==> config.mk <==
export PLATFORM = sky130hd
export DESIGN_NAME = payload_buffer
export DESIGN_NICKNAME = d
export VERILOG_FILES = /design/src/sd_pkg.sv /design/src/payload_buffer.sv
export SDC_FILE = /design/constraint.sdc
export NUM_CORES = 2
export LEC_CHECK = 0
export BUFFER_PORTS_ARGS = -buffer_cell sky130_fd_sc_hd__buf_2
export CAP_MARGIN = 20
export CORE_UTILIZATION = 45
export CTS_CLUSTER_DIAMETER = 120
export DETAILED_ROUTE_END_ITERATION = 10
export PLACE_DENSITY = 0.59
export SYNTH_ARGS = -nofsm -noshare
export SYNTH_HDL_FRONTEND = slang
export SYNTH_SLANG_ARGS = --single-unit
==> constraint.sdc <==
create_clock -name clk -period 8.3 [get_ports clk]
set_clock_uncertainty 0.2 [all_clocks]
set_input_delay 0.83 -clock clk [delete_from_list [all_inputs] [get_ports clk]]
set_output_delay 0.83 -clock clk [all_outputs]
set_load 0.01 [all_outputs]
==> src/sd_pkg.sv <==
////////////////////
// SD host package
// request and response types for the SD SPI host handshake
////////////////////
package sd_pkg;

    localparam int sd_block_bytes = 512;

    // command levels, each held until busy falls
    typedef struct packed {
        logic        rst;
        logic        r_block;
        logic        r_byte;
        logic        w_block;
        logic        w_byte;
        logic [31:0] block_addr;
        logic [7:0]  data_in;
    } sd_req_t;

    typedef struct packed {
        logic       busy;
        logic [7:0] data_out;
        logic       err;
    } sd_rsp_t;

endpackage

==> src/payload_buffer.sv <==
`timescale 1ns/1ps
////////////////////
// payload buffer
// one block of bytes, registered read
////////////////////
module payload_buffer
    import sd_pkg::*;
(
    input  logic       clk,
    input  logic       we_i,
    input  logic [8:0] addr_i,
    input  logic [7:0] din_i,
    output logic [7:0] dout_o
);

    logic [7:0] mem [0:sd_block_bytes-1];

    always_ff @(posedge clk)
    begin
        if (we_i)
            mem[addr_i] <= din_i;
        dout_o <= mem[addr_i];
    end

endmodule

# Word-level counts from Yosys, hierarchy flattened
# Memory sizes are Yosys's and may differ from the RTL's. A register that Yosys moved wholly into a read port is not among the register bits.
# Index checks and enable logic that the tools add are counted.
[word_totals] regBits=0 latchBits=0 ram_bits=4096 rom_bits=0 in_bits=19 out_inout_bits=8 elab_cells=3 n_memories=1
[memory_table] memory="mem" words=512 word_bits=8 read_ports=1 rd_ports_with_merged_regs=1 write_ports=1 line_no="payload_buffer.sv:16" source="logic [7:0] mem [0:sd_block_bytes-1];"
[classes] n_addsub=0 multipliers=0 div=0 order_cmp=0 eq_ne=0 shifts=0 mux=2 bitwise=0 reduce_logical=0
[ops] op="2-to-1 mux 1 bit" n=2

# Longest topological paths before layout
[depth] ltp_word=2 depth_mapped=13 ltp_nobuf=7

# Worst setup path after synthesis
# OpenSTA, ideal clock, no wires.
[synth_path] path_type="input -> register" from="input addr_i[0]" to="memory mem[463][0] (enable)" setup_ns=0.370 arrival_time_ns=2.908 t_required_ns=7.730 setup_slack_ns=4.821 cell_stages=10 n_path_buf=8 path_cell_list="buf_6 -> buf_12 -> buf_6 -> buf_6 -> buf_4 -> buf_2 -> buf_2 -> nand4_1 -> clkbuf_1 -> nor2_1"
[synth_lines] element="start, declared" line_no="payload_buffer.sv:11" source="input logic [8:0] addr_i,"
[synth_lines] element="end, declared" line_no="payload_buffer.sv:16"
# Straight into the memory's write port.

==> flow_summary.json <==
{
  "period_share_pct": 65.4,
  "antenna_found_initial": 31,
  "nets": 7734,
  "dp.final_hpwl_um": 265000,
  "clk_pin_slew_ns": 0.06,
  "ctsHoldBuffers": 0,
  "avgSynthCellArea_um2": 20.9,
  "synthesis.area_mm2": 0.158,
  "status": "completed",
  "met2_length_um": 205000,
  "overflow": 0,
  "netlist.area_leader.share_pct": 77.7,
  "m1WireLength_um": 180000,
  "cp_max_fo": 68,
  "clock_sinks": 4104,
  "drt_iter0_drc": 11082,
  "grt_first_pass_wirelength_um": 619000,
  "totalPowerFinal_mw": 43.1,
  "cts_made_buffers": 407,
  "htreeDepth": 5,
  "critPathLaunchType": "input port",
  "clk_latency_ns": 0.98,
  "io_buffers": 26,
  "hold_class": "in -> reg",
  "synth.area.top_cells": "edfxtp_1, mux4_2, mux2i_1, nor2_1, a22oi_1",
  "power.leakage_nw": 54.7,
  "critical_path_class": "in -> reg",
  "power_density_mw_per_mm2": 243,
  "r2r_start": "mem[485][3]",
  "cts_tree": "built",
  "synthCells": 7575,
  "highest_layer": "met5",
  "synth_edf_count": 4096,
  "start_util_pct": 45.3,
  "detail_route.wl_per_cell_um": 34.9,
  "chipWidth_um": 595,
  "drive_above_1_share_pct": 20.8,
  "io_pins": 27,
  "core_area_mm2": 0.350,
  "ys_seq_area_share_pct": 77.8,
  "ant_nets": 0,
  "cp.arrival_ns": 6.02,
  "grt_pass1_vias": 78708,
  "clock-root-buffer": "clkbuf_16",
  "dieArea_mm2": 0.354,
  "placementRows": 217,
  "relSlewSlack_pct": 11.2,
  "setup_tns_ns": 0,
  "synth.distinct_cells": 67,
  "setup_viol": 0,
  "worst_slew_pin_slew_ns": 1.33,
  "pre_cts_slack_ns": 2.07,
  "vias": 79713,
  "clockBufferDepth": 4,
  "synthArstFlopShare_pct": 0,
  "ys_warn_count": 0,
  "critPathCaptureType": "register",
  "maxSlewViolCount": 0,
  "hold_path.startpoint": "din_i[3]",
  "ys_seq_elements": 4104,
  "synth_area_leader_cell": "edfxtp_1",
  "fmax_mhz": 184,
  "place_congestion": 0.904,
  "dieHeight_um": 595,
  "drc": 0,
  "wl_met3_um": 40200,
  "critPathLaunch": "addr_i[0]",
  "drt_first_pass_iters": 9,
  "cp.required_ns": 8.88,
  "ctsResizeCount": 0,
  "rsz0062_at_grt": "false",
  "avgViaCountPerCell": 6.30,
  "area_growth_pct": 11.9,
  "yosys_most_used_dff": "edfxtp_1",
  "vdd.ir_drop.worst_mv": 0.168,
  "hold_viol": 0,
  "synth_nets": 7594,
  "wirelength_um": 441000,
  "setup_ws_ns": 2.87,
  "grt_max_degree": 196,
  "grt_use_total_pct": 24.6,
  "cts_setup_buffers": 0,
  "maxCapViolCount": 0,
  "period_needed_ns": 5.43
}
-- cells by family (layout without fill, tap and decap cells) --
| family | after synthesis | after routing | share of synthesized area (%) |
|---|---|---|---|
| mux | 1268 | 1268 | 14.5 |
| other cells | 0 | 17 | 0 |
| flops | 4104 | 4104 | 77.8 |
| buf+inv | 487 | 958 | 1.59 |
| simple gates | 958 | 958 | 2.74 |
| compound gates | 758 | 758 | 3.43 |
-- sequential cells by signal (all words and copies together), names as in the netlist --
name    flops
mem      4096
dout_o      8
-- cell type report --
cell class	count	area, um^2
clock inverter	244	2410
timing repair buffer	214	2110
tap	4599	5750
inverter	4	20.0
clock buffer	496	10600
fill	27509	173000
sequential	4104	123000
multi-input combinational	2984	33000
antenna	17	42.5
-- report_power, final --
| group | total, mW | internal (mW) | switching, mW |
|---|---|---|---|
| clock network | 18.3 | 10.4 | 7.84 |
| registers | 22.9 | 22.8 | 0.0253 |
| logic | 1.92 | 0.591 | 1.33 |
-- stage by stage --
step / hold slack [ns] / std cells / utilization, % / instance area [um^2]
after CTS: 0.0868 / 12640 / 50.6 / 177000
after floorplan: 0.499 / 7575 / - / 158000
after detailed placement: 0.659 / 11900 / 46.9 / 164000
after global placement: 0.670 / 11892 / 46.9 / 164000
after global routing: 0.0646 / 12654 / 50.7 / 177000
final: 0.0766 / 12662 / 50.7 / 177000
-- worst max-delay path: stages --
cell and delay (ns):
buf_12 0.43, buf_12 0.51, nor2b_4 0.86, buf_4 0.49
a221oi_1 0.20, o21ai_0 0.29, a31oi_1 0.37, nor4_1 1.18
nor4bb_1 0.44, nand4_1 0.13
-- Yosys cell counts, types with 4 or more instances --
| cell | count |
|---|---|
| edfxtp_1 | 4096 |
| mux4_2 | 816 |
| nor2_1 | 548 |
| mux2i_1 | 434 |
| clkbuf_1 | 196 |
| buf_2 | 182 |
| a22oi_1 | 180 |
| nand2_1 | 130 |
| o22ai_1 | 118 |
| a221oi_1 | 91 |
| a21oi_1 | 77 |
| a31oi_1 | 76 |
| buf_4 | 56 |
| a22o_1 | 47 |
| nand3_1 | 47 |
| nand4_1 | 47 |
| o21ai_0 | 45 |
| nor4_1 | 38 |
| a211oi_1 | 36 |
| a32oi_1 | 26 |
| and3_1 | 25 |
| nor2b_1 | 25 |
| buf_6 | 24 |
| nor3_1 | 22 |
| buf_1 | 19 |
| mux2_2 | 18 |
| and2_1 | 17 |
| o211ai_1 | 14 |
| o221ai_1 | 12 |
| nor3b_1 | 11 |
| dfxtp_1 | 8 |
| or4_1 | 8 |
| a2111oi_0 | 6 |
| nand4b_1 | 6 |
| a21o_1 | 4 |
| a311oi_1 | 4 |
| and4_1 | 4 |
| and4b_1 | 4 |
| nand2b_1 | 4 |
| nand4bb_1 | 4 |
| nor4b_1 | 4 |
-- path summary, 6_finish.rpt --
| check | slack [ns] | cells past startpoint | to |
|---|---|---|---|
| setup / recovery | 2.87 | 10 | dout_o[7] |
| setup reg to reg | 4.25 | 7 | dout_o[3] |
| hold / removal | 0.08 | 1 | mem[356][3] |
| hold reg to reg | 0.69 | 4 | dout_o[7] |
-- cells in the final DEF (no fill, tap or decap), types with 16 or more instances in the layout --
cell       netlist  final
a211oi_1        36     36
a21oi_1         77     77
a221oi_1        91     91
a22o_1          47     47
a22oi_1        180    180
a31oi_1         76     72
a32oi_1         26     26
and2_1          17     16
and3_1          25     24
buf_12           3     35
buf_2          182     16
buf_4           56    147
bufinv_16        0     43
clkbuf_1       196     82
clkbuf_16        0    412
clkinv_1         0     95
clkinv_2         0     74
diode_2          0     17
edfxtp_1      4096   4096
mux2_2          18     18
mux2i_1        434    434
mux4_2         816    816
nand2_1        130    124
nand3_1         47     39
nand4_1         47     47
nor2_1         548    540
nor2b_1         25     18
nor3_1          22     16
nor4_1          38     36
o21ai_0         45     45
o22ai_1        118    118
-- layer usage --
| metal | vias up | GRT usage (%) |
|---|---|---|
| met5 | - | 0 |
| met4 | 12 | 8.30 |
| met3 | 717 | 4.44 |
| met2 | 4072 | 37.8 |
| met1 | 42845 | 35.8 |
| li1 | 32067 | - |
No activity file was read; power rests on OpenSTA's default activity.
