[src/autotest_pkg.sv]
////////////////////
// autotest package
// configuration block layout and UUT parameter types
////////////////////
package autotest_pkg;

    localparam logic [31:0] autotest_signature = 32'hAABBCCDD;
    localparam int          n_blocks_bytes     = 4;
    localparam int          hdr_bytes          = 11;

    // header byte offsets, signature sits at 0..3 big endian
    localparam int off_iter     = 4;
    localparam int off_n_blocks = 5;
    localparam int off_sclk     = off_n_blocks + n_blocks_bytes;
    localparam int off_cmd18    = off_sclk + 1;

    typedef struct packed {
        logic [7:0]  iterations;
        logic [31:0] n_blocks;
        logic [7:0]  sclk_speed;
        logic [7:0]  cmd18;
    } uut_cfg_t;

    // one run time in clk cycles
    typedef logic [31:0] timing_t;

endpackage

[src/config_parser.sv]
`timescale 1ns/1ps
////////////////////
// configuration parser
// decodes the block header, forwards payload to the buffer
////////////////////
module config_parser
    import autotest_pkg::*;
(
    input  logic        clk,
    input  logic        rst,
    input  logic        byte_valid_i,
    input  logic [7:0]  byte_i,
    input  logic [8:0]  offset_i,
    output uut_cfg_t    cfg_o,
    output logic [31:0] signature_o,
    output logic        sig_ok_o,
    output logic        buf_we_o,
    output logic [8:0]  buf_addr_o,
    output logic [7:0]  buf_din_o
);

    always_ff @(posedge clk)
    begin
        if (rst)
        begin
            cfg_o       <= '0;
            signature_o <= '0;
        end
        else if (byte_valid_i)
        begin
            // big endian, first byte ends up on top
            if (offset_i < 9'(off_iter))
                signature_o <= {signature_o[23:0], byte_i};
            if (offset_i == 9'(off_iter))
                cfg_o.iterations <= byte_i;
            for (int k = 0; k < n_blocks_bytes; k++)
            begin
                if (offset_i == 9'(off_n_blocks + k))
                    cfg_o.n_blocks[8 * k +: 8] <= byte_i;
            end
            if (offset_i == 9'(off_sclk))
                cfg_o.sclk_speed <= byte_i;
            if (offset_i == 9'(off_cmd18))
                cfg_o.cmd18 <= byte_i;
        end
    end

    assign sig_ok_o = (signature_o == autotest_signature);

    // everything past the header is kept for copy-back
    assign buf_we_o   = byte_valid_i && (offset_i >= 9'(hdr_bytes));
    assign buf_addr_o = offset_i;
    assign buf_din_o  = byte_i;

endmodule

[config.mk]
export PLATFORM = sky130hd
export DESIGN_NAME = config_parser
export DESIGN_NICKNAME = d
export VERILOG_FILES = /design/src/autotest_pkg.sv /design/src/config_parser.sv
export SDC_FILE = /design/constraint.sdc
export NUM_CORES = 1
export LEC_CHECK = 0
export ABC_CLOCK_PERIOD_IN_PS = 1560
export BUFFER_PORTS_ARGS = -buffer_cell sky130_fd_sc_hd__clkbuf_2
export CORE_MARGIN = 10
export CORE_UTILIZATION = 49
export DETAILED_ROUTE_END_ITERATION = 10
export PLACE_DENSITY = 0.78
export SLEW_MARGIN = 15
export SYNTH_ARGS = -nofsm -noshare
export SYNTH_HDL_FRONTEND = slang
export SYNTH_SLANG_ARGS = --single-unit
[constraint.sdc]
create_clock -name clk -period 1.56 [get_ports clk]
set_clock_uncertainty 0.15 [all_clocks]
set_input_delay 0 -clock clk [delete_from_list [all_inputs] [get_ports clk]]
set_output_delay 0 -clock clk [all_outputs]
set_load 0.02 [all_outputs]
=== Yosys cells after proc, flatten, opt, wreduce, memory -nomap -nowiden ===
Index checks and enable logic that the tools add are counted.

* Magnitude comparators: 2
* Reductions and logical operators: 9
* Equal/unequal tests: 8

{| class="wikitable"
|+ Operators by type and width
! operator !! number
|-
| 9-bit by 3-bit == test with 1-bit output, second input constant || 4
|-
| 32-bit == test, second input constant || 1
|-
| 9-bit by 4-bit == test with 1-bit output, second input constant || 3
|-
| 2-bit AND reduction || 8
|-
| 9-bit by 4-bit >= comparator with 1-bit output, second input constant || 1
|-
| 9-bit by 3-bit < comparator with 1-bit output, second input constant || 1
|-
| 1-bit logical AND || 1
|}

* Word-level logic and storage cells: 27
* Register bits: 88
* Input bits: 20
* Output and inout port bits: 107

=== Logic depth before layout (Yosys ltp) ===
* Depth after elaboration: 2
* Depth in mapped cells: 5
* Mapped depth without buffers: 3

=== Worst setup path after synthesis ===
Ideal clock, no wire load.

* Path kind: reg2out
* Start point: register signature_o[27]
* End point: output port sig_ok_o
* Cell stages (with the launch flop): 4
* Path buffers: 0
* Data required time: 1.410 ns
* Slack: -0.151 ns
* Arrival: 1.561 ns
* Cell sequence: dfxtp_1 nor4bb_1 nand4_1 nor4_1

* Cells in the longest elaborated chain, start to end: 1

{| class="wikitable"
|+ RTL lines
! item !! RTL line !! text
|-
| from (decl) || config_parser.sv:15 || <nowiki>output logic [31:0] signature_o,</nowiki>
|-
| from (signal assigned) || config_parser.sv:33 || <nowiki>signature_o <= {signature_o[23:0], byte_i};</nowiki>
|-
| 32-bit == test || config_parser.sv:48 || <nowiki>assign sig_ok_o = (signature_o == autotest_signature);</nowiki>
|-
| to (decl) || config_parser.sv:16 || <nowiki>output logic sig_ok_o,</nowiki>
|}

No other way between the ends.

=== Final worst setup path ===
* Start point: register signature_o[28]
* End point: output port sig_ok_o

Same word-level chain as after synthesis.

==> flow_summary_export.csv <==
group,metric,value,unit
logic_synthesis,synth_edf_count,0,
grt,overflow,0,
grt,antenna_found_initial,0,
cells_and_area,areaGrowthSynthToFinish,26.90,%
power_and_ir_drop,vdd_drop_max,457.5,uV
clock_tree,cts_buffer_depth,2,
timing,tightest_slew,499.5,ps
routing,vias,3259,
clock_tree,cts_made_buffers,9,
clock_tree,htreeDepth,3,
clock_tree,cts.sinks,88,
timing,slew_headroom,66.70,%
setup_path,ff2ff_setup_slack,620,ps
clock_tree,clk_latency,370,ps
logic_synthesis,yosysTopAreaCell,"dfxtp_1",
grt,grt_pass1_vias,3246,
setup_path,crit_cells,4,
run_status,outcome,"complete, but fails checks",
logic_synthesis,synth.ff_latch_count,88,
timing,maxSlewViolCount,0,
logic_synthesis,yosys-top-cells-count,"88 x dfxtp_1, 64 x nand2b_1, 56 x mux2i_1",
cells_and_area,fin_nets,518,
logic_synthesis,ys_top_cells_by_area,"dfxtp_1 47%, mux2i_1 15%, nand2b_1 11%, a21oi_1 4.4%, nand3_1 4.4%",
timing,fin_crit_sh,116.3,%
grt,grt_pass1_wl,17.39,mm
setup_path,r2r-end,"signature_o[15]",
placed_design,finalWeightedCongestion,0.8541,
setup_path,crit_required,1410,ps
logic_synthesis,syn_inst,377,
setup_path,cp-endpoint,"sig_ok_o",
setup_path,critPathSlowestCell,"dfxtp_2",
setup_path,crit_chain,"nor4b_4 > nand4_1 > nor4_2 > buf_4",
floorplanning,core-area,7370,um2
timing,holdWs,28.22,ps
floorplanning,initial_core_util,51.12,%
floorplanning,die_w,107.7,um
routing,drtAntennaViolNets,0,
setup_path,crit_fanout,3,
placed_design,placedCellCount,575,
logic_synthesis,yosys_warnings,0,
logic_synthesis,synth_top_area_share,46.76,%
setup_path,crit_buf_inv,1,
grt,grt_max_degree,35,
logic_synthesis,ys.flop_type,"dfxtp_1",
setup_path,critical_path_arrival,1660,ps
floorplanning,die_h,107.7,um
clock_tree,cts.clk_slew.worst_paths,100,ps
timing,setup_viol,1,
cells_and_area,final_util,64.87,%
routing,wl_per_cell,18.65,um
setup_path,critical_path_class,"flip-flop to primary output",
floorplanning,io_pins,127,
setup_path,cp-startpoint,"signature_o[28]",
clock_tree,root_buffer,"clkbuf_8",
worst_hold_path,holdCritPathClass,"input pin to flip-flop",
cells_and_area,multi_input_area,1824,um2
floorplanning,die_area,11600,um2
cells_and_area,fillers,617,
clock_tree,tritoncts,"done",
setup_path,cp_slowest_stage_delay,350,ps
grt,gr-usage-all-layers,18.77,%
logic_synthesis,synth_seq_area_share,46.76,%
setup_path,r2r_start,"signature_o[15]",
run_status,violations,"setup timing",
timing,min_period,1815,ps
logic_synthesis,synthArstFlopShare,0,%
cells_and_area,diodes,0,
logic_synthesis,synth_area_per_cell,9.993,um2
floorplanning,rows,31,
routing,wl,11.23,mm
timing,fmaxAchievable,551.0,MHz
timing,timing.final.hold_violations,0,
placed_design,hpwl,7.915,mm
routing,post-route-drc-count,0,
power_and_ir_drop,p_leak,2.259,nW
timing,setup_ws,-255.0,ps
power_and_ir_drop,p_per_area,882.1,nW/um2
setup_path,r2r.worst_path.cells,3,
routing,dr.pass1.iters,4,
setup_path,critPathCaptureType,"primary output",
flow_run,cap_viol_max_count,0,
logic_synthesis,yosysMostFrequentCell,"dfxtp_1",
cells_and_area,layout-drive-gt1-share,35.98,%
placed_design,port-buffer-count,126,
routing,initialDrtViolationCount,178,
logic_synthesis,syn_area,3767,um2
cells_and_area,seqCellArea,1770,um2
cells_and_area,stdcell_count,602,
routing,via_per_inst,5.414,
timing,rsz0062_at_grt,"yes",
setup_path,cp-start-kind,"flip-flop",
setup_path,path_delay_family,"simple AND/OR/NAND/NOR gates",
logic_synthesis,syn_nets,397,
logic_synthesis,synth_cell_types,32,
-- worst min-delay path, delay by kind of cell --
family          cells  cell delay (ps)
simple gates        2              150
buf+inv             2              300
compound gates      1               60
-- layout make-up --
class / count / share of cell area [%]
Clock buffer: 9 / 2.591
Clock inverter: 7 / 1.780
Multi-Input combinational cell: 248 / 38.16
Sequential cell: 88 / 37.03
Tap cell: 99 / 2.591
Timing Repair Buffer: 151 / 17.85
-- where the power goes --
| group | total (W) | leakage [nW] | switching (W) | internal (W) |
|---|---|---|---|---|
| clock network | 0.00168 | 0.100 | 0.000903 | 0.000773 |
| logic | 0.000296 | 1.45 | 0.000192 | 0.000104 |
| registers | 0.00224 | 0.711 | 0.00000112 | 0.00224 |
-- cells in the final DEF (no fill, tap or decap), types with 3 or more instances in the layout --
cell           instances
a21oi_1               33
buf_4                 17
clkbuf_2             125
clkbuf_8               9
dfxtp_1               83
dfxtp_2                4
dlygate4sd3_1          8
mux2i_1               56
nand2b_1              64
nand3_1               33
nand3_4                4
nor2b_1                3
o21ai_0               23
o21ai_1                9
-- flip-flops by register name, summed over array words and instances (netlist names) --
register,cells
cfg_o,56
signature_o,32
-- per-layer routing --
| metal | wire length [um] | GRT usage (%) |
|---|---|---|
| met1 | 4350 | 21.99 |
| met2 | 5598 | 31.14 |
| met3 | 1044 | 5.569 |
| met4 | 231 | 7.920 |
| met5 | 0 | 0 |
-- logic make-up (layout without fill, tap and decap cells) --
kind of cell	count (synthesis)	after routing	share of synthesized area, %
AOI/OAI and AO/OA	66	66	8.867
DFF	88	88	46.76
muxes	56	56	14.88
buffers and inverters	42	167	6.642
and+or+nand+nor	125	126	22.85
-- worst min path at each step --
stage / startpoint / to / slack (ps) / cells after the start
final: offset_i[3] / signature_o[28] / 30 / 5
after global routing: offset_i[3] / signature_o[28] / 40 / 5
after detailed placement: byte_i[3] / buf_din_o[3] / 110 / 2
after floorplan: offset_i[0] / buf_addr_o[0] / -40 / 1
after CTS: offset_i[3] / signature_o[29] / 20 / 5
after global placement: byte_i[3] / buf_din_o[3] / 110 / 2
-- stage by stage --
step / total power (W) / worst slack (ps) / TNS [ps] / cell area, um2
final: 0.004217 / -255.0 / -255.0 / 4781
after global routing: 0.004346 / -284.4 / -284.4 / 4781
after CTS: 0.004234 / -233.0 / -233.0 / 4762
after floorplan: 0.002483 / 38.36 / 0 / 3774
after global placement: 0.002567 / -3.379 / -3.379 / 4412
after detailed placement: 0.002570 / -11.50 / -11.50 / 4412
-- timing repair --
item / 4_1_cts / 5_1_grt
cloned: 0 / 1
endpoints found under the hold margin: 18 / 0
endpoints found under the setup margin: 1 / 2
gates resized for setup: 11 / 3
hold buffers: 8 / 0
pin swaps: 5 / 6
setup buffers: 2 / 0
Note: power is estimated with default switching activity, not from simulation.
