[config.mk]
export PLATFORM = sky130hd
export DESIGN_NAME = result_writer
export DESIGN_NICKNAME = d
export VERILOG_FILES = /design/src/sd_pkg.sv /design/src/autotest_pkg.sv /design/src/result_writer.sv
export SDC_FILE = /design/constraint.sdc
export NUM_CORES = 1
export LEC_CHECK = 0
export BUFFER_PORTS_ARGS = -buffer_cell sky130_fd_sc_hd__buf_4
export CORE_AREA = 5 5 270 272
export CTS_CLUSTER_DIAMETER = 40
export DETAILED_ROUTE_END_ITERATION = 10
export DIE_AREA = 0 0 275 277
export HOLD_SLACK_MARGIN = 0.1
export PLACE_DENSITY_LB_ADDON = 0.3
export SYNTH_ARGS = -nofsm -noshare
export SYNTH_HDL_FRONTEND = slang
export SYNTH_SLANG_ARGS = --single-unit
[constraint.sdc]
create_clock -name clk -period 4.3 [get_ports clk]
set_input_delay 0.86 -clock clk [delete_from_list [all_inputs] [get_ports clk]]
set_output_delay 0.86 -clock clk [all_outputs]
set_load 0.02 [all_outputs]
[src/sd_pkg.sv]
////////////////////
// SD host package
// request and response types for the SD SPI host handshake
////////////////////
package sd_pkg;

    localparam int sd_block_bytes = 512;

    // command levels, each held until busy falls
    typedef struct packed {
        logic        rst;
        logic        r_block;
        logic        r_byte;
        logic        w_block;
        logic        w_byte;
        logic [31:0] block_addr;
        logic [7:0]  data_in;
    } sd_req_t;

    typedef struct packed {
        logic       busy;
        logic [7:0] data_out;
        logic       err;
    } sd_rsp_t;

endpackage

[src/autotest_pkg.sv]
////////////////////
// autotest package
// configuration block layout and UUT parameter types
////////////////////
package autotest_pkg;

    localparam logic [31:0] autotest_signature = 32'hAABBCCDD;
    localparam int          n_blocks_bytes     = 4;
    localparam int          hdr_bytes          = 11;

    // header byte offsets, signature sits at 0..3 big endian
    localparam int off_iter     = 4;
    localparam int off_n_blocks = 5;
    localparam int off_sclk     = off_n_blocks + n_blocks_bytes;
    localparam int off_cmd18    = off_sclk + 1;

    typedef struct packed {
        logic [7:0]  iterations;
        logic [31:0] n_blocks;
        logic [7:0]  sclk_speed;
        logic [7:0]  cmd18;
    } uut_cfg_t;

    // one run time in clk cycles
    typedef logic [31:0] timing_t;

endpackage

[src/result_writer.sv]
`timescale 1ns/1ps
////////////////////
// result writer
// writes header, run timings and payload copy to one block
////////////////////
module result_writer
    import sd_pkg::*;
    import autotest_pkg::*;
#(
    parameter int max_iter = 16
)
(
    input  logic                   clk,
    input  logic                   rst,
    input  logic                   start_i,
    input  logic [31:0]            block_addr_i,
    input  logic [31:0]            signature_i,
    input  uut_cfg_t               cfg_i,
    input  timing_t [max_iter-1:0] timings_i,
    output logic [8:0]             buf_addr_o,
    input  logic [7:0]             buf_dout_i,
    input  sd_rsp_t                sd_rsp_i,
    output sd_req_t                sd_req_o,
    output logic                   done_o
);

    typedef enum logic [2:0] {
        S_IDLE, S_BLK, S_BLK_W, S_NEXT, S_BYTE, S_BYTE_W, S_FIN
    } state_t;

    state_t     state;
    logic [8:0] cnt;
    logic [8:0] rel;
    logic [7:0] wr_byte;

    always_ff @(posedge clk)
    begin
        if (rst)
        begin
            state <= S_IDLE;
            cnt   <= '0;
        end
        else
        begin
            case (state)
                S_IDLE:
                    if (start_i)
                    begin
                        cnt   <= '0;
                        state <= S_BLK;
                    end
                S_BLK:    if (sd_rsp_i.busy) state <= S_BLK_W;
                S_BLK_W:  if (!sd_rsp_i.busy) state <= S_NEXT;
                // buffer read of the new offset lands here
                S_NEXT:   state <= S_BYTE;
                S_BYTE:   if (sd_rsp_i.busy) state <= S_BYTE_W;
                S_BYTE_W:
                    if (!sd_rsp_i.busy)
                    begin
                        cnt   <= cnt + 9'd1;
                        state <= (cnt == 9'(sd_block_bytes - 1)) ? S_FIN : S_NEXT;
                    end
                S_FIN:    state <= S_IDLE;
                default:  state <= S_IDLE;
            endcase
        end
    end

    assign buf_addr_o = cnt;
    assign done_o     = (state == S_FIN);

    // byte select by offset
    always_comb
    begin
        rel     = cnt - 9'(hdr_bytes);
        wr_byte = buf_dout_i;
        if (cnt < 9'(off_iter))
            wr_byte = signature_i[8 * (3 - cnt[1:0]) +: 8];
        else if (cnt == 9'(off_iter))
            wr_byte = cfg_i.iterations;
        else if (cnt < 9'(off_sclk))
            wr_byte = cfg_i.n_blocks[8 * (cnt - 9'(off_n_blocks)) +: 8];
        else if (cnt == 9'(off_sclk))
            wr_byte = cfg_i.sclk_speed;
        else if (cnt == 9'(off_cmd18))
            wr_byte = cfg_i.cmd18;
        else if (int'(rel) < 4 * max_iter)
            wr_byte = timings_i[rel[8:2]][8 * rel[1:0] +: 8];
    end

    always_comb
    begin
        sd_req_o            = '0;
        sd_req_o.block_addr = block_addr_i;
        sd_req_o.w_block    = state inside {S_BLK, S_BLK_W, S_NEXT, S_BYTE, S_BYTE_W};
        sd_req_o.w_byte     = (state == S_BYTE) || (state == S_BYTE_W);
        sd_req_o.data_in    = wr_byte;
    end

endmodule

# == After elaboration in Yosys (flattened, before gate mapping) ==
# Cells that the tools add are included.
# classes
bitwise_logic,0
n_mul,0
n_eq_ne,15
n_div,0
n_mux,18
addsub,4
n_reduce_logical,6
order_cmp,4
shifts,3
# ops
operator,count
$bmux W32 S4,1
$shiftx A32 B33 Y8,2
$mux W8,6
$mux W32,1
$shiftx A32 B6 Y8,1
$eq A9 B4 Y1 const B,2
$mux W3,6
$mux W9,2
$pmux W3 S6,1
$pmux W9 S2,1
$ne A2 B2 Y1 const B,5
$sub A9 B3 Y10 const B,1
$add A9 B1 Y9 const B,1
$eq A3 B3 Y1 const B,3
$eq A9 B3 Y1 const B,1
$eq A9 B9 Y1 const B,1
$lt A9 B3 Y1 const B,1
$lt A9 B4 Y1 const B,1
$lt A9 B7 Y1 const B,1
$sub A9 B4 Y9 const B,1
$lt A7 B5 Y1 const B,1
$eq A3 B2 Y1 const B,2
$reduce_and A5 Y1,1
$reduce_bool A5 Y1,1
other kinds (6),6
# word_totals
elab_cells,52
romBits,0
memories,0
output_inout_bits,55
inputBits,653
ff_bits,12
ram_bits,0
latch_bits,0

# == Longest topological paths before layout ==
# logic_depth
ltp_word,10
depth_mapped,12

# == Least setup slack after synthesis ==
# OpenSTA, ideal clock, no wires.
# synth_timing
path_type,register to output
start,"reg cnt[1], in the netlist buf_addr_o[1]"
end,out sd_req_o[0] in the netlist's numbering
path_buffers,4
path_stages_with_launch,10
arrival_time_ns,2.848
setup_slack_ns,0.592
path_cell_list,dfxtp_1 > buf_6 > clkbuf_1 > inv_1 > ha_1 > clkbuf_1 > clkbuf_1 > mux4_2 > a222oi_1 > o221ai_1
# synth_lines
item,line,rtl
start: declaration,result_writer.sv:32,logic [8:0] cnt;
start signal: assignment,result_writer.sv:60,cnt <= cnt + 9'd1;
end: declaration,result_writer.sv:23,"output sd_req_t sd_req_o,"

==> flow_summary_export.csv <==
group,metric,value,unit
critical_path,worstSetupEndpoint,"sd_req_o[2]",
drt,route.antenna.remaining_nets,0,
drt,first_iter_violations,388,
critical_path,critical_path_class,"reg2out",
place,placed_cell_area,12600,sq um
clocking,cts-root-buf,"clkbuf_16",
drt,num_vias,9443,
synth,synthArstFlopShare,0,%
clocking,clock_latency,0.24,ns
global_route,antenna_found_initial,10,
finish,final_common_cell,"buf_4",
global_route,grt_max_degree,32,
timing,finalCritPeriodShare,96.5,%
drt,avgRoutedWirePerCell,25.0,um
power,internal_power,0.807,mW
synth,synth.avg_cell_area,8.23,sq um
worst_hold_path,hold_depth,2,
power,powerDensity,94.9,nW/um^2
synth,synthFlopType,"dfxtp_1",
finish,drive_gt1_share,61.5,%
power,swShare,34.5,%
finish,num-nets-final,2084,
place,gp_congestion,0.875,
place,io_buffers,631,
critical_path,reg2reg_to,"buf_addr_o[5]$_SDFFE_PP0P_",
flow_run,max_cap_viol_count,0,
critical_path,cp.arrival,3.29,ns
timing,slew_headroom,32.8,%
drt,wl_met1,24500,um
clocking,clock_path_buffers,2,
global_route,grt_pass1_wl,79600,um
synth,synth_seq_cells,12,
clocking,cts_hold_buf,0,
timing,timing.hold.ws,0.560,ns
timing,setup_viol,0,
critical_path,rr_worst_depth,6,
critical_path,end_kind,"output port",
drt,wl,59500,um
finish,fill_cells,8006,
synth,synth_warnings,0,
drt,dr.pass1.iters,6,
clocking,cts_tree,"yes",
critical_path,ff2ff_setup_slack,2.17,ns
synth,seq_area_frac_synth,3.74,%
power,power_switching,0.425,mW
floorplan,rows,98,
finish,design_area,13000,sq um
worst_hold_path,hp-start,"buf_addr_o[7]$_SDFFE_PP0P_",
timing,maxSlewViolCount,0,
drt,dr.max_layer_used,"met5",
global_route,grt_pass1_vias,10629,
run_status,outcome,"finished clean",
clocking,clk_pin_slew_worst_paths,0.05,ns
global_route,grt_use_total,14.6,%
timing,clock_skew,0.00608,ns
floorplan,die_x,275,um
timing,fmax,241,MHz
worst_hold_path,hp-class,"reg2reg",
timing,hold_viol_final,0,
drt,wl_met3,3720,um
power,seqPwrFrac,10.0,%
critical_path,required,3.44,ns
synth,synthDistinctLibCells,70,
power,peakVddDrop,0.0000717,V
timing,period_minus_slack,4.15,ns
power,p_total,1.23,mW
floorplan,ios,708,
drt,drc,0,
critical_path,start_kind,"flip-flop",
clocking,h-tree-depth,1,
synth,synth-edff-count,0,
synth,synth_area,6430,sq um
clocking,numCtsBuffers,3,
drt,wl_met2,29900,um
floorplan,start_util,9.12,%
floorplan,dieArea,76200,sq um
critical_path,crit_path_max_fanout,12,
timing,worstMarginPinSlew,1.01,ns
finish,utilization,18.4,%
floorplan,coreArea,70500,sq um
critical_path,r2r-start,"state[2]$_SDFFE_PP0P_",
place,dp_hpwl,53100,um
floorplan,die_h,277,um
finish,final_cell_mix,"buf_4, nand2_1, mux4_2, nor2_1, nand3_1",
global_route,gr-total-overflow,0,
drt,drt-vias-per-instance,3.97,
synth,synthCells,781,
clocking,numClockSinks,12,
power,power_frac_comb,75.7,%
power,clkPwrFrac,14.3,%
critical_path,startpoint,"buf_addr_o[0]$_SDFFE_PP0P_",
finish,area_delta_synth_final,102,%
power,power.leakage,5.52,nW
## kinds of logic (layout without fill, tap and decap cells)
logic type,Yosys count,count (layout),share of synthesized area (%)
adders and majority gates,5,5,0.973
muxes,133,133,39.5
xor gates and xnor gates,14,14,2.72
and+or+nand+nor,343,343,23.1
DFF,12,12,3.74
buffers and inverters,111,753,11.4
other,1,8,0.0583
AOI/OAI and AO/OA,162,162,18.5
## registers in the layout, indices dropped and copies added, names as in the netlist
| name | flops |
|---|---|
| buf_addr_o | 9 |
| state | 3 |
## worst min path at each step
| stage | endpoint | slack (ns) |
|---|---|---|
| floorplan | state[1]$_SDFFE_PP0P_ | 0.56 |
| global placement | buf_addr_o[7]$_SDFFE_PP0P_ | 0.53 |
| detailed placement | buf_addr_o[7]$_SDFFE_PP0P_ | 0.55 |
| CTS | buf_addr_o[7]$_SDFFE_PP0P_ | 0.56 |
| global route | buf_addr_o[7]$_SDFFE_PP0P_ | 0.60 |
| finish | buf_addr_o[7]$_SDFFE_PP0P_ | 0.56 |
## area by class of cell
| type | count | area [sq um] | share of cell area (%) |
|---|---|---|---|
| Timing Repair Buffer | 743 | 5800 | 44.7 |
| Multi-Input combinational cell | 660 | 5640 | 43.4 |
| Tap cell | 950 | 1190 | 9.16 |
| Sequential cell | 12 | 245 | 1.89 |
| Clock buffer | 4 | 78.8 | 0.607 |
| Inverter | 6 | 22.5 | 0.174 |
| Antenna cell | 5 | 12.5 | 0.0964 |
## critical path, cell delays in order, from the launching register on
cell and delay [ns]:
dfxtp_4 0.37, ha_4 0.18, o21ai_4 0.32, xor2_4 0.30
buf_6 0.21, nand2_1 0.07, a32oi_1 0.23, nand3_2 0.22
a2111oi_1 0.45, a21oi_1 0.14, buf_4 0.17, a22oi_1 0.19
buf_4 0.18
## routing by layer
metal	up-vias	global-route usage (%)
li1	4316	-
met1	4558	18.1
met2	498	26.3
met3	67	2.30
met4	4	3.42
met5	-	0
## metrics by stage
step,setup slack (ns),TNS (ns),std cells
final,0.152,0,2380
after global routing,-0.00100,-0.00100,2378
after CTS,0.0102,0,2373
after detailed placement,-0.0119,-0.0245,2363
after global placement,0.00993,0,2363
after floorplan,0.592,0,783
## Yosys cell counts (all sizes together) (6+ instances only)
library cell,instances,area [sq um]
nor2,59,224
nand3,45,225
o22ai,16,100
mux4,96,2170
clkbuf,13,48.8
xor2,6,78.8
buf,92,659
nand2,176,661
a32oi,7,61.3
nor3,23,115
nand4,11,68.8
inv,6,22.5
dfxtp,12,240
a211oi,16,120
a21oi,40,204
o221ai,7,67.6
a222oi,9,90.1
a31oi,13,81.3
mux2i,37,370
nor4,6,37.5
xnor2,8,96.4
o21ai,12,71.3
## power by group through the flow
stage          Combinational [mW]  Clock, mW  Sequential (mW)
2_1_floorplan               0.328          0            0.121
3_3_place_gp                0.933          0            0.123
3_5_place_dp                0.939          0            0.124
4_1_cts                     0.951      0.180            0.122
5_1_grt                      1.00      0.186            0.124
6_report                    0.933      0.176            0.123
## timing repair
item	4_1_cts	5_1_grt
setup endpoints to repair	7	8
endpoints found under the hold margin	0	0
pin swaps	5	6
gates resized for setup	15	15
gates cloned	1	0
setup buffers	5	2
Note: power is estimated with default switching activity, not from simulation.
