[src/sd_pkg.sv]
////////////////////
// SD host package
// request and response types for the SD SPI host handshake
////////////////////
package sd_pkg;

    localparam int sd_block_bytes = 512;

    // command levels, each held until busy falls
    typedef struct packed {
        logic        rst;
        logic        r_block;
        logic        r_byte;
        logic        w_block;
        logic        w_byte;
        logic [31:0] block_addr;
        logic [7:0]  data_in;
    } sd_req_t;

    typedef struct packed {
        logic       busy;
        logic [7:0] data_out;
        logic       err;
    } sd_rsp_t;

endpackage

[src/sd_block_reader.sv]
`timescale 1ns/1ps
////////////////////
// SD block reader
// resets the host, opens a block and reads it byte by byte
////////////////////
module sd_block_reader
    import sd_pkg::*;
(
    input  logic        clk,
    input  logic        rst,
    input  logic        start_i,
    input  logic [31:0] block_addr_i,
    input  sd_rsp_t     sd_rsp_i,
    output sd_req_t     sd_req_o,
    output logic        byte_valid_o,
    output logic [7:0]  byte_o,
    output logic [8:0]  offset_o,
    output logic        block_done_o
);

    typedef enum logic [3:0] {
        S_IDLE, S_RST, S_RST_W, S_BLK, S_BLK_W, S_BYTE, S_BYTE_W, S_NEXT, S_FIN
    } state_t;

    state_t     state;
    logic [8:0] cnt;
    logic       byte_ack;

    assign byte_ack = (state == S_BYTE_W) && !sd_rsp_i.busy;

    always_ff @(posedge clk)
    begin
        if (rst)
        begin
            state        <= S_IDLE;
            cnt          <= '0;
            byte_valid_o <= 1'b0;
            block_done_o <= 1'b0;
        end
        else
        begin
            byte_valid_o <= byte_ack;
            block_done_o <= 1'b0;
            case (state)
                S_IDLE:
                    if (start_i)
                    begin
                        cnt   <= '0;
                        state <= S_RST;
                    end
                S_RST:    if (sd_rsp_i.busy) state <= S_RST_W;
                S_RST_W:  if (!sd_rsp_i.busy) state <= S_BLK;
                S_BLK:    if (sd_rsp_i.busy) state <= S_BLK_W;
                S_BLK_W:  if (!sd_rsp_i.busy) state <= S_BYTE;
                S_BYTE:   if (sd_rsp_i.busy) state <= S_BYTE_W;
                S_BYTE_W:
                    if (byte_ack)
                    begin
                        cnt   <= cnt + 9'd1;
                        state <= (cnt == 9'(sd_block_bytes - 1)) ? S_FIN : S_NEXT;
                    end
                // one low cycle on r_byte between bytes
                S_NEXT:   state <= S_BYTE;
                S_FIN:
                begin
                    block_done_o <= 1'b1;
                    state        <= S_IDLE;
                end
                default:  state <= S_IDLE;
            endcase
        end
    end

    always_ff @(posedge clk)
    begin
        if (byte_ack)
        begin
            byte_o   <= sd_rsp_i.data_out;
            offset_o <= cnt;
        end
    end

    always_comb
    begin
        sd_req_o            = '0;
        sd_req_o.block_addr = block_addr_i;
        sd_req_o.rst        = (state == S_RST) || (state == S_RST_W);
        sd_req_o.r_block    = state inside {S_BLK, S_BLK_W, S_BYTE, S_BYTE_W, S_NEXT};
        sd_req_o.r_byte     = (state == S_BYTE) || (state == S_BYTE_W);
    end

endmodule

[config.mk]
export PLATFORM = sky130hd
export DESIGN_NAME = sd_block_reader
export DESIGN_NICKNAME = d
export VERILOG_FILES = /design/src/sd_pkg.sv /design/src/sd_block_reader.sv
export SDC_FILE = /design/constraint.sdc
export NUM_CORES = 1
export LEC_CHECK = 0
export BUFFER_PORTS_ARGS = -buffer_cell sky130_fd_sc_hd__buf_2
export CORE_MARGIN = 1.5
export CORE_UTILIZATION = 45
export CTS_BUF_LIST = sky130_fd_sc_hd__clkbuf_8
export CTS_CLUSTER_DIAMETER = 120
export DETAILED_ROUTE_END_ITERATION = 10
export PLACE_DENSITY = 0.85
export SYNTH_ARGS = -nofsm -noshare
export SYNTH_HDL_FRONTEND = slang
export SYNTH_SLANG_ARGS = --single-unit
export TNS_END_PERCENT = 1
[constraint.sdc]
create_clock -name clk -period 4.22 [get_ports clk]
set_input_delay 0.844 -clock clk [delete_from_list [all_inputs] [get_ports clk]]
set_output_delay 0.844 -clock clk [all_outputs]
set_load 0.005 [all_outputs]
Word level (Yosys, flattened, before mapping)

Cells that the tools add are included.

Add/sub/neg operators: 1
Equality and inequality tests: 16
Multiplexer cells: 13
Reductions and logical operators: 9

Operators by type and width:

| operator                                             | count |
|---|---|
| 2-to-1 mux 4 bit                                     | 8 |
| one-hot mux 4 bit (8 select lines)                   | 1 |
| 2-to-1 mux 9 bit                                     | 2 |
| one-hot mux 9 bit (2 select lines)                   | 1 |
| equality test 4 x 3 -> 1 bit (second input constant) | 4 |
| inequality test 2 bit (second input constant)        | 7 |
| adder 9 x 1 -> 9 bit (second input constant)         | 1 |
| equality test 9 bit (second input constant)          | 1 |
| equality test 4 x 2 -> 1 bit (second input constant) | 2 |
| AND reduction 7 bit                                  | 1 |
| nonzero test 5 bit                                   | 1 |
| equality test 4 x 1 -> 1 bit (second input constant) | 1 |
| equality test 4 bit (second input constant)          | 1 |
| logical NOT 4 bit                                    | 1 |
| AND reduction 3 bit                                  | 1 |
| logical OR 1 bit                                     | 2 |
| nonzero test 2 bit                                   | 1 |
| logical AND 1 bit                                    | 1 |
| logical NOT 1 bit                                    | 1 |
| 2-to-1 mux 1 bit                                     | 1 |

Flip-flop bits (word level): 32
Input bits: 45
Output and inout port bits: 64
Logic and storage cells: 45

Logic depth before layout (Yosys ltp)

Depth after elaboration: 4
Mapped depth: 9
Gate-level depth less buffers: 9

Worst setup path before layout

No wires, ideal clock.

Kind: in2reg
From: input port sd_rsp_i[9] (netlist name)
To: register byte_o[0], enable pin
Setup time: 394 ps
Arrival time: 1,652 ps
Required time: 3,826 ps
Path slack: 2,175 ps
Cell stages on the path: 1
Buffers on the path: 0
Path through: nor2_1

Word-level cells in the longest chain between the ends: 2

RTL lines:

| what                 | RTL line              | RTL |
|---|---|---|
| from (decl)          | sd_block_reader.sv:13 | `input sd_rsp_t sd_rsp_i,` |
| logical NOT 1 bit    | n/a                   |  |
| logical AND 1 bit    | sd_block_reader.sv:29 | `assign byte_ack = (state == S_BYTE_W) && !sd_rsp_i.busy;` |
| to (signal assigned) | sd_block_reader.sv:78 | `byte_o <= sd_rsp_i.data_out;` |
| to (decl)            | sd_block_reader.sv:16 | `output logic [7:0] byte_o,` |

Every way passes these cells.
A chain may end at the register's enable or synchronous reset.

==> qor.yml <==
floorplanning:
  pin_count: 109
  fp-row-count: 21
  die-width_um: 63.1
  die_h_um: 63.1
  initial_utilization_pct: 48.0
  die_area_um2: 3980
  design.core.area_um2: 3390
route:
  detail_route.iter0.violations: 47
  drt.antenna.violating_nets: 0
  remaining_drc_errors: 0
  via_density_per_instance: 5.08
  first_pass_iters: 4
  route.vias.total: 1011
  wire_per_inst_um: 12.2
  route.final.wire_length_mm: 2.44
global_route:
  antenna_found_initial: 0
  globalRoute.totalOverflow: 0
  grt_first_pass_wirelength_mm: 4.08
  grt_pass1_vias: 906
  grt_util_all_layers_pct: 13.3
  grt_start_max_net_pins: 20
placed_design:
  io_buffers: 33
  dpl.cell_count: 191
  pre_cts_ws_ns: 2.03
  dp.final_hpwl_mm: 1.64
  place.gp.congestion: 0.759
yosys:
  synth_top_family_by_area: "buffers and inverters"
  synth_fa_ha_area_share_pct: 1.54
  synth_simple_gate_area_share_pct: 16.4
  syn-cell-area_um2: 1630
  yosys.cell_types.count: 40
  syn_inst: 150
  synth_warnings: 0
  synthesis.area_per_instance_um2: 10.8
  synth_enable_flop_cells: 17
  synth_top_flop_cell: "sky130_fd_sc_hd__edfxtp_1"
  post_synth_xor_area_fraction_pct: 0.539
  ys_async_sr_fraction_pct: 0
  share_of_synthesized_area_occupied_by_flip_flops_and_latches_pct: 49.9
  synth_mux_area_share_pct: 0
  postSynthRegisterBits: 32
  synth_compound_area_share_pct: 10.0
power_and_ir_drop:
  power.clock.fraction_pct: 42.6
  power_share_of_the_sequential_group_pct: 51.8
  power.total_mw: 0.652
  peakVddDrop_mv: 0.157
  pwr-share-comb_pct: 5.6
  power_density_nw_per_um2: 394
  intPower_mw: 0.519
  netSwitchingPower_mw: 0.133
  power.switching_fraction_pct: 20.3
  leakage_nw: 0.725
critical_path:
  critical_path_class: "flip-flop to output port"
  reg2reg_depth: 9
  critPathArrivalTime_ns: 1.33
  r2r-start: "cnt[0]$_SDFFE_PP0P_"
  critPathRequiredTime_ns: 3.38
  r2r_end: "state[1]$_SDFFE_PP0P_"
  end_kind: "output port"
  setup.worst_path.start_class: "flip-flop"
  reg2reg_setup_slack_ns: 2.33
  worst-path-max-fanout: 12
finish:
  antenna_cells_inserted: 0
  final-instance-count-excl-fill: 199
  fin_nets: 199
  layout-drive-gt1-share_pct: 30.7
  area_delta_synth_final_pct: 1.69
timing:
  setup_viol: 0
  total_negative_setup_slacks_ns: 0
  hold_viol_final: 0
  skew_ns: 0.00440
  report.final.slew_viol_count: 0
  rsz_0062_raised_after_global_routing: "no"
  layout_min_cycle_time_ns: 2.18
  worst_case_setup_margin_in_the_final_layout_ns: 2.04
  post-route-period-util_pct: 51.6
  timing.fmax_mhz: 460
  final.hold.worst_slack_ns: 0.503
clocking:
  clock_tree_from_tritoncts: "done"
  clk_pin_slew_worst_paths_ns: 0.06
  clockBufferDepth: 2
  cts_hold_buf: 0
  resized_gates_after_cts: 0
  clock_sink_count: 32
  clock-root-buffer: "sky130_fd_sc_hd__clkbuf_8"
  worst_skew_pair.late_latency_ns: 0.28
  cts_setup_buffers: 0
  cts_h_tree_depth: 2
  number_of_buffers_created_by_cts: 5
hold_path:
  class_of_the_tightest_hold_or_removal_check: "flip-flop to flip-flop"
  hold_end: "offset_o[8]$_DFFE_PP_"
  timing.hold.worst.start: "cnt[8]$_SDFFE_PP0P_"
  whs_path_depth: 0
job:
  maxCapViolations: 0
status:
  status: "completed"
==> power groups by stage <==
| stage | clock [mW] | sequential (mW) | combinational (mW) |
|---|---|---|---|
| global placement | 0 | 0.344 | 0.0360 |
| finish | 0.278 | 0.337 | 0.0367 |
| detailed placement | 0 | 0.344 | 0.0364 |
| CTS | 0.285 | 0.337 | 0.0369 |
| global route | 0.302 | 0.338 | 0.0416 |
| floorplan | 0 | 0.338 | 0.0629 |
==> worst max-delay path by stage <==
stage	start	endpoint	slack [ns]	cells past startpoint
3_3_place_gp	start_i	cnt[4]$_SDFFE_PP0P_	2.04	5
3_5_place_dp	start_i	cnt[4]$_SDFFE_PP0P_	2.03	5
5_1_grt	state[1]$_SDFFE_PP0P_	sd_req_o[42]	1.94	3
4_1_cts	state[0]$_SDFFE_PP0P_	sd_req_o[42]	2.03	3
2_1_floorplan	sd_rsp_i[9]	byte_o[0]$_DFFE_PP_	2.17	1
6_report	state[0]$_SDFFE_PP0P_	sd_req_o[42]	2.04	3
==> worst max-delay path: stages (launching register included) <==
cell and delay, ns:
sky130_fd_sc_hd__dfxtp_1 0.59, sky130_fd_sc_hd__xnor2_1 0.14, sky130_fd_sc_hd__nor3b_1 0.17, sky130_fd_sc_hd__buf_2 0.14
==> logic make-up after synthesis <==
group	count (synthesis)
and+or+nand+nor	45
xor gates and xnor gates	1
adders and majority gates	2
buffers and inverters	49
AOI/OAI and AO/OA	20
other	1
DFF	32
==> layout make-up <==
type                       instances  area [um2]
inverter                           1        3.75
multi-input combinational         78         500
clock buffer                       5        68.8
clock inverter                     3        38.8
sequential                        32         811
fill                             301        1740
timing repair buffer              34         173
tap                               46        57.6
==> flip-flops by register name (all words and copies together) (netlist names) <==
register / cells
cnt: 9
block_done_o: 1
offset_o: 9
state: 4
byte_o: 8
byte_valid_o: 1
==> per-layer routing <==
metal  global-route usage, %  up-vias  share of wire [%]
li1                        -      483                  -
met1                    14.8      457                 42
met2                    19.8       54                 44
met3                    6.25       17                9.6
met4                    10.0        0                4.5
met5                       0        -                  0
==> through the flow <==
step	utilization (%)	instance area [um2]
finish	48.8	1650
global route	48.8	1650
CTS	48.8	1650
detailed placement	45.6	1550
global placement	45.6	1550
floorplan	-	1660
==> synth_stat cells, types with 2 or more instances <==
library cell               number  area, um2
sky130_fd_sc_hd__nand2b_1       3       18.8
sky130_fd_sc_hd__nand3_1        3       15.0
sky130_fd_sc_hd__and3_1         4       25.0
sky130_fd_sc_hd__nand2_1        5       18.8
sky130_fd_sc_hd__a211o_1        4       35.0
sky130_fd_sc_hd__dfxtp_1       15        300
sky130_fd_sc_hd__nor3b_1        2       15.0
sky130_fd_sc_hd__buf_4         43        323
sky130_fd_sc_hd__nor3_1         5       25.0
sky130_fd_sc_hd__clkbuf_1       2       7.51
sky130_fd_sc_hd__ha_1           2       25.0
sky130_fd_sc_hd__nor2b_1        2       12.5
sky130_fd_sc_hd__nand3b_1       3       22.5
sky130_fd_sc_hd__a22o_1         2       17.5
sky130_fd_sc_hd__nor4_1         4       25.0
sky130_fd_sc_hd__a21oi_1        5       25.0
sky130_fd_sc_hd__nor2_1         6       22.5
sky130_fd_sc_hd__o211a_1        2       20.0
sky130_fd_sc_hd__edfxtp_1      17        510
==> cell usage in the layout, fill, tap and decap left out, types with 4 or more instances in the layout <==
cell type	n
sky130_fd_sc_hd__nor4_1	4
sky130_fd_sc_hd__and3_1	4
sky130_fd_sc_hd__a211o_1	4
sky130_fd_sc_hd__nand2_1	5
sky130_fd_sc_hd__buf_2	33
sky130_fd_sc_hd__edfxtp_1	17
sky130_fd_sc_hd__a21oi_1	5
sky130_fd_sc_hd__conb_1	10
sky130_fd_sc_hd__nor2_1	6
sky130_fd_sc_hd__dfxtp_1	15
sky130_fd_sc_hd__clkbuf_8	5
sky130_fd_sc_hd__nor3_1	5
No activity file was read; power rests on OpenSTA's default activity.
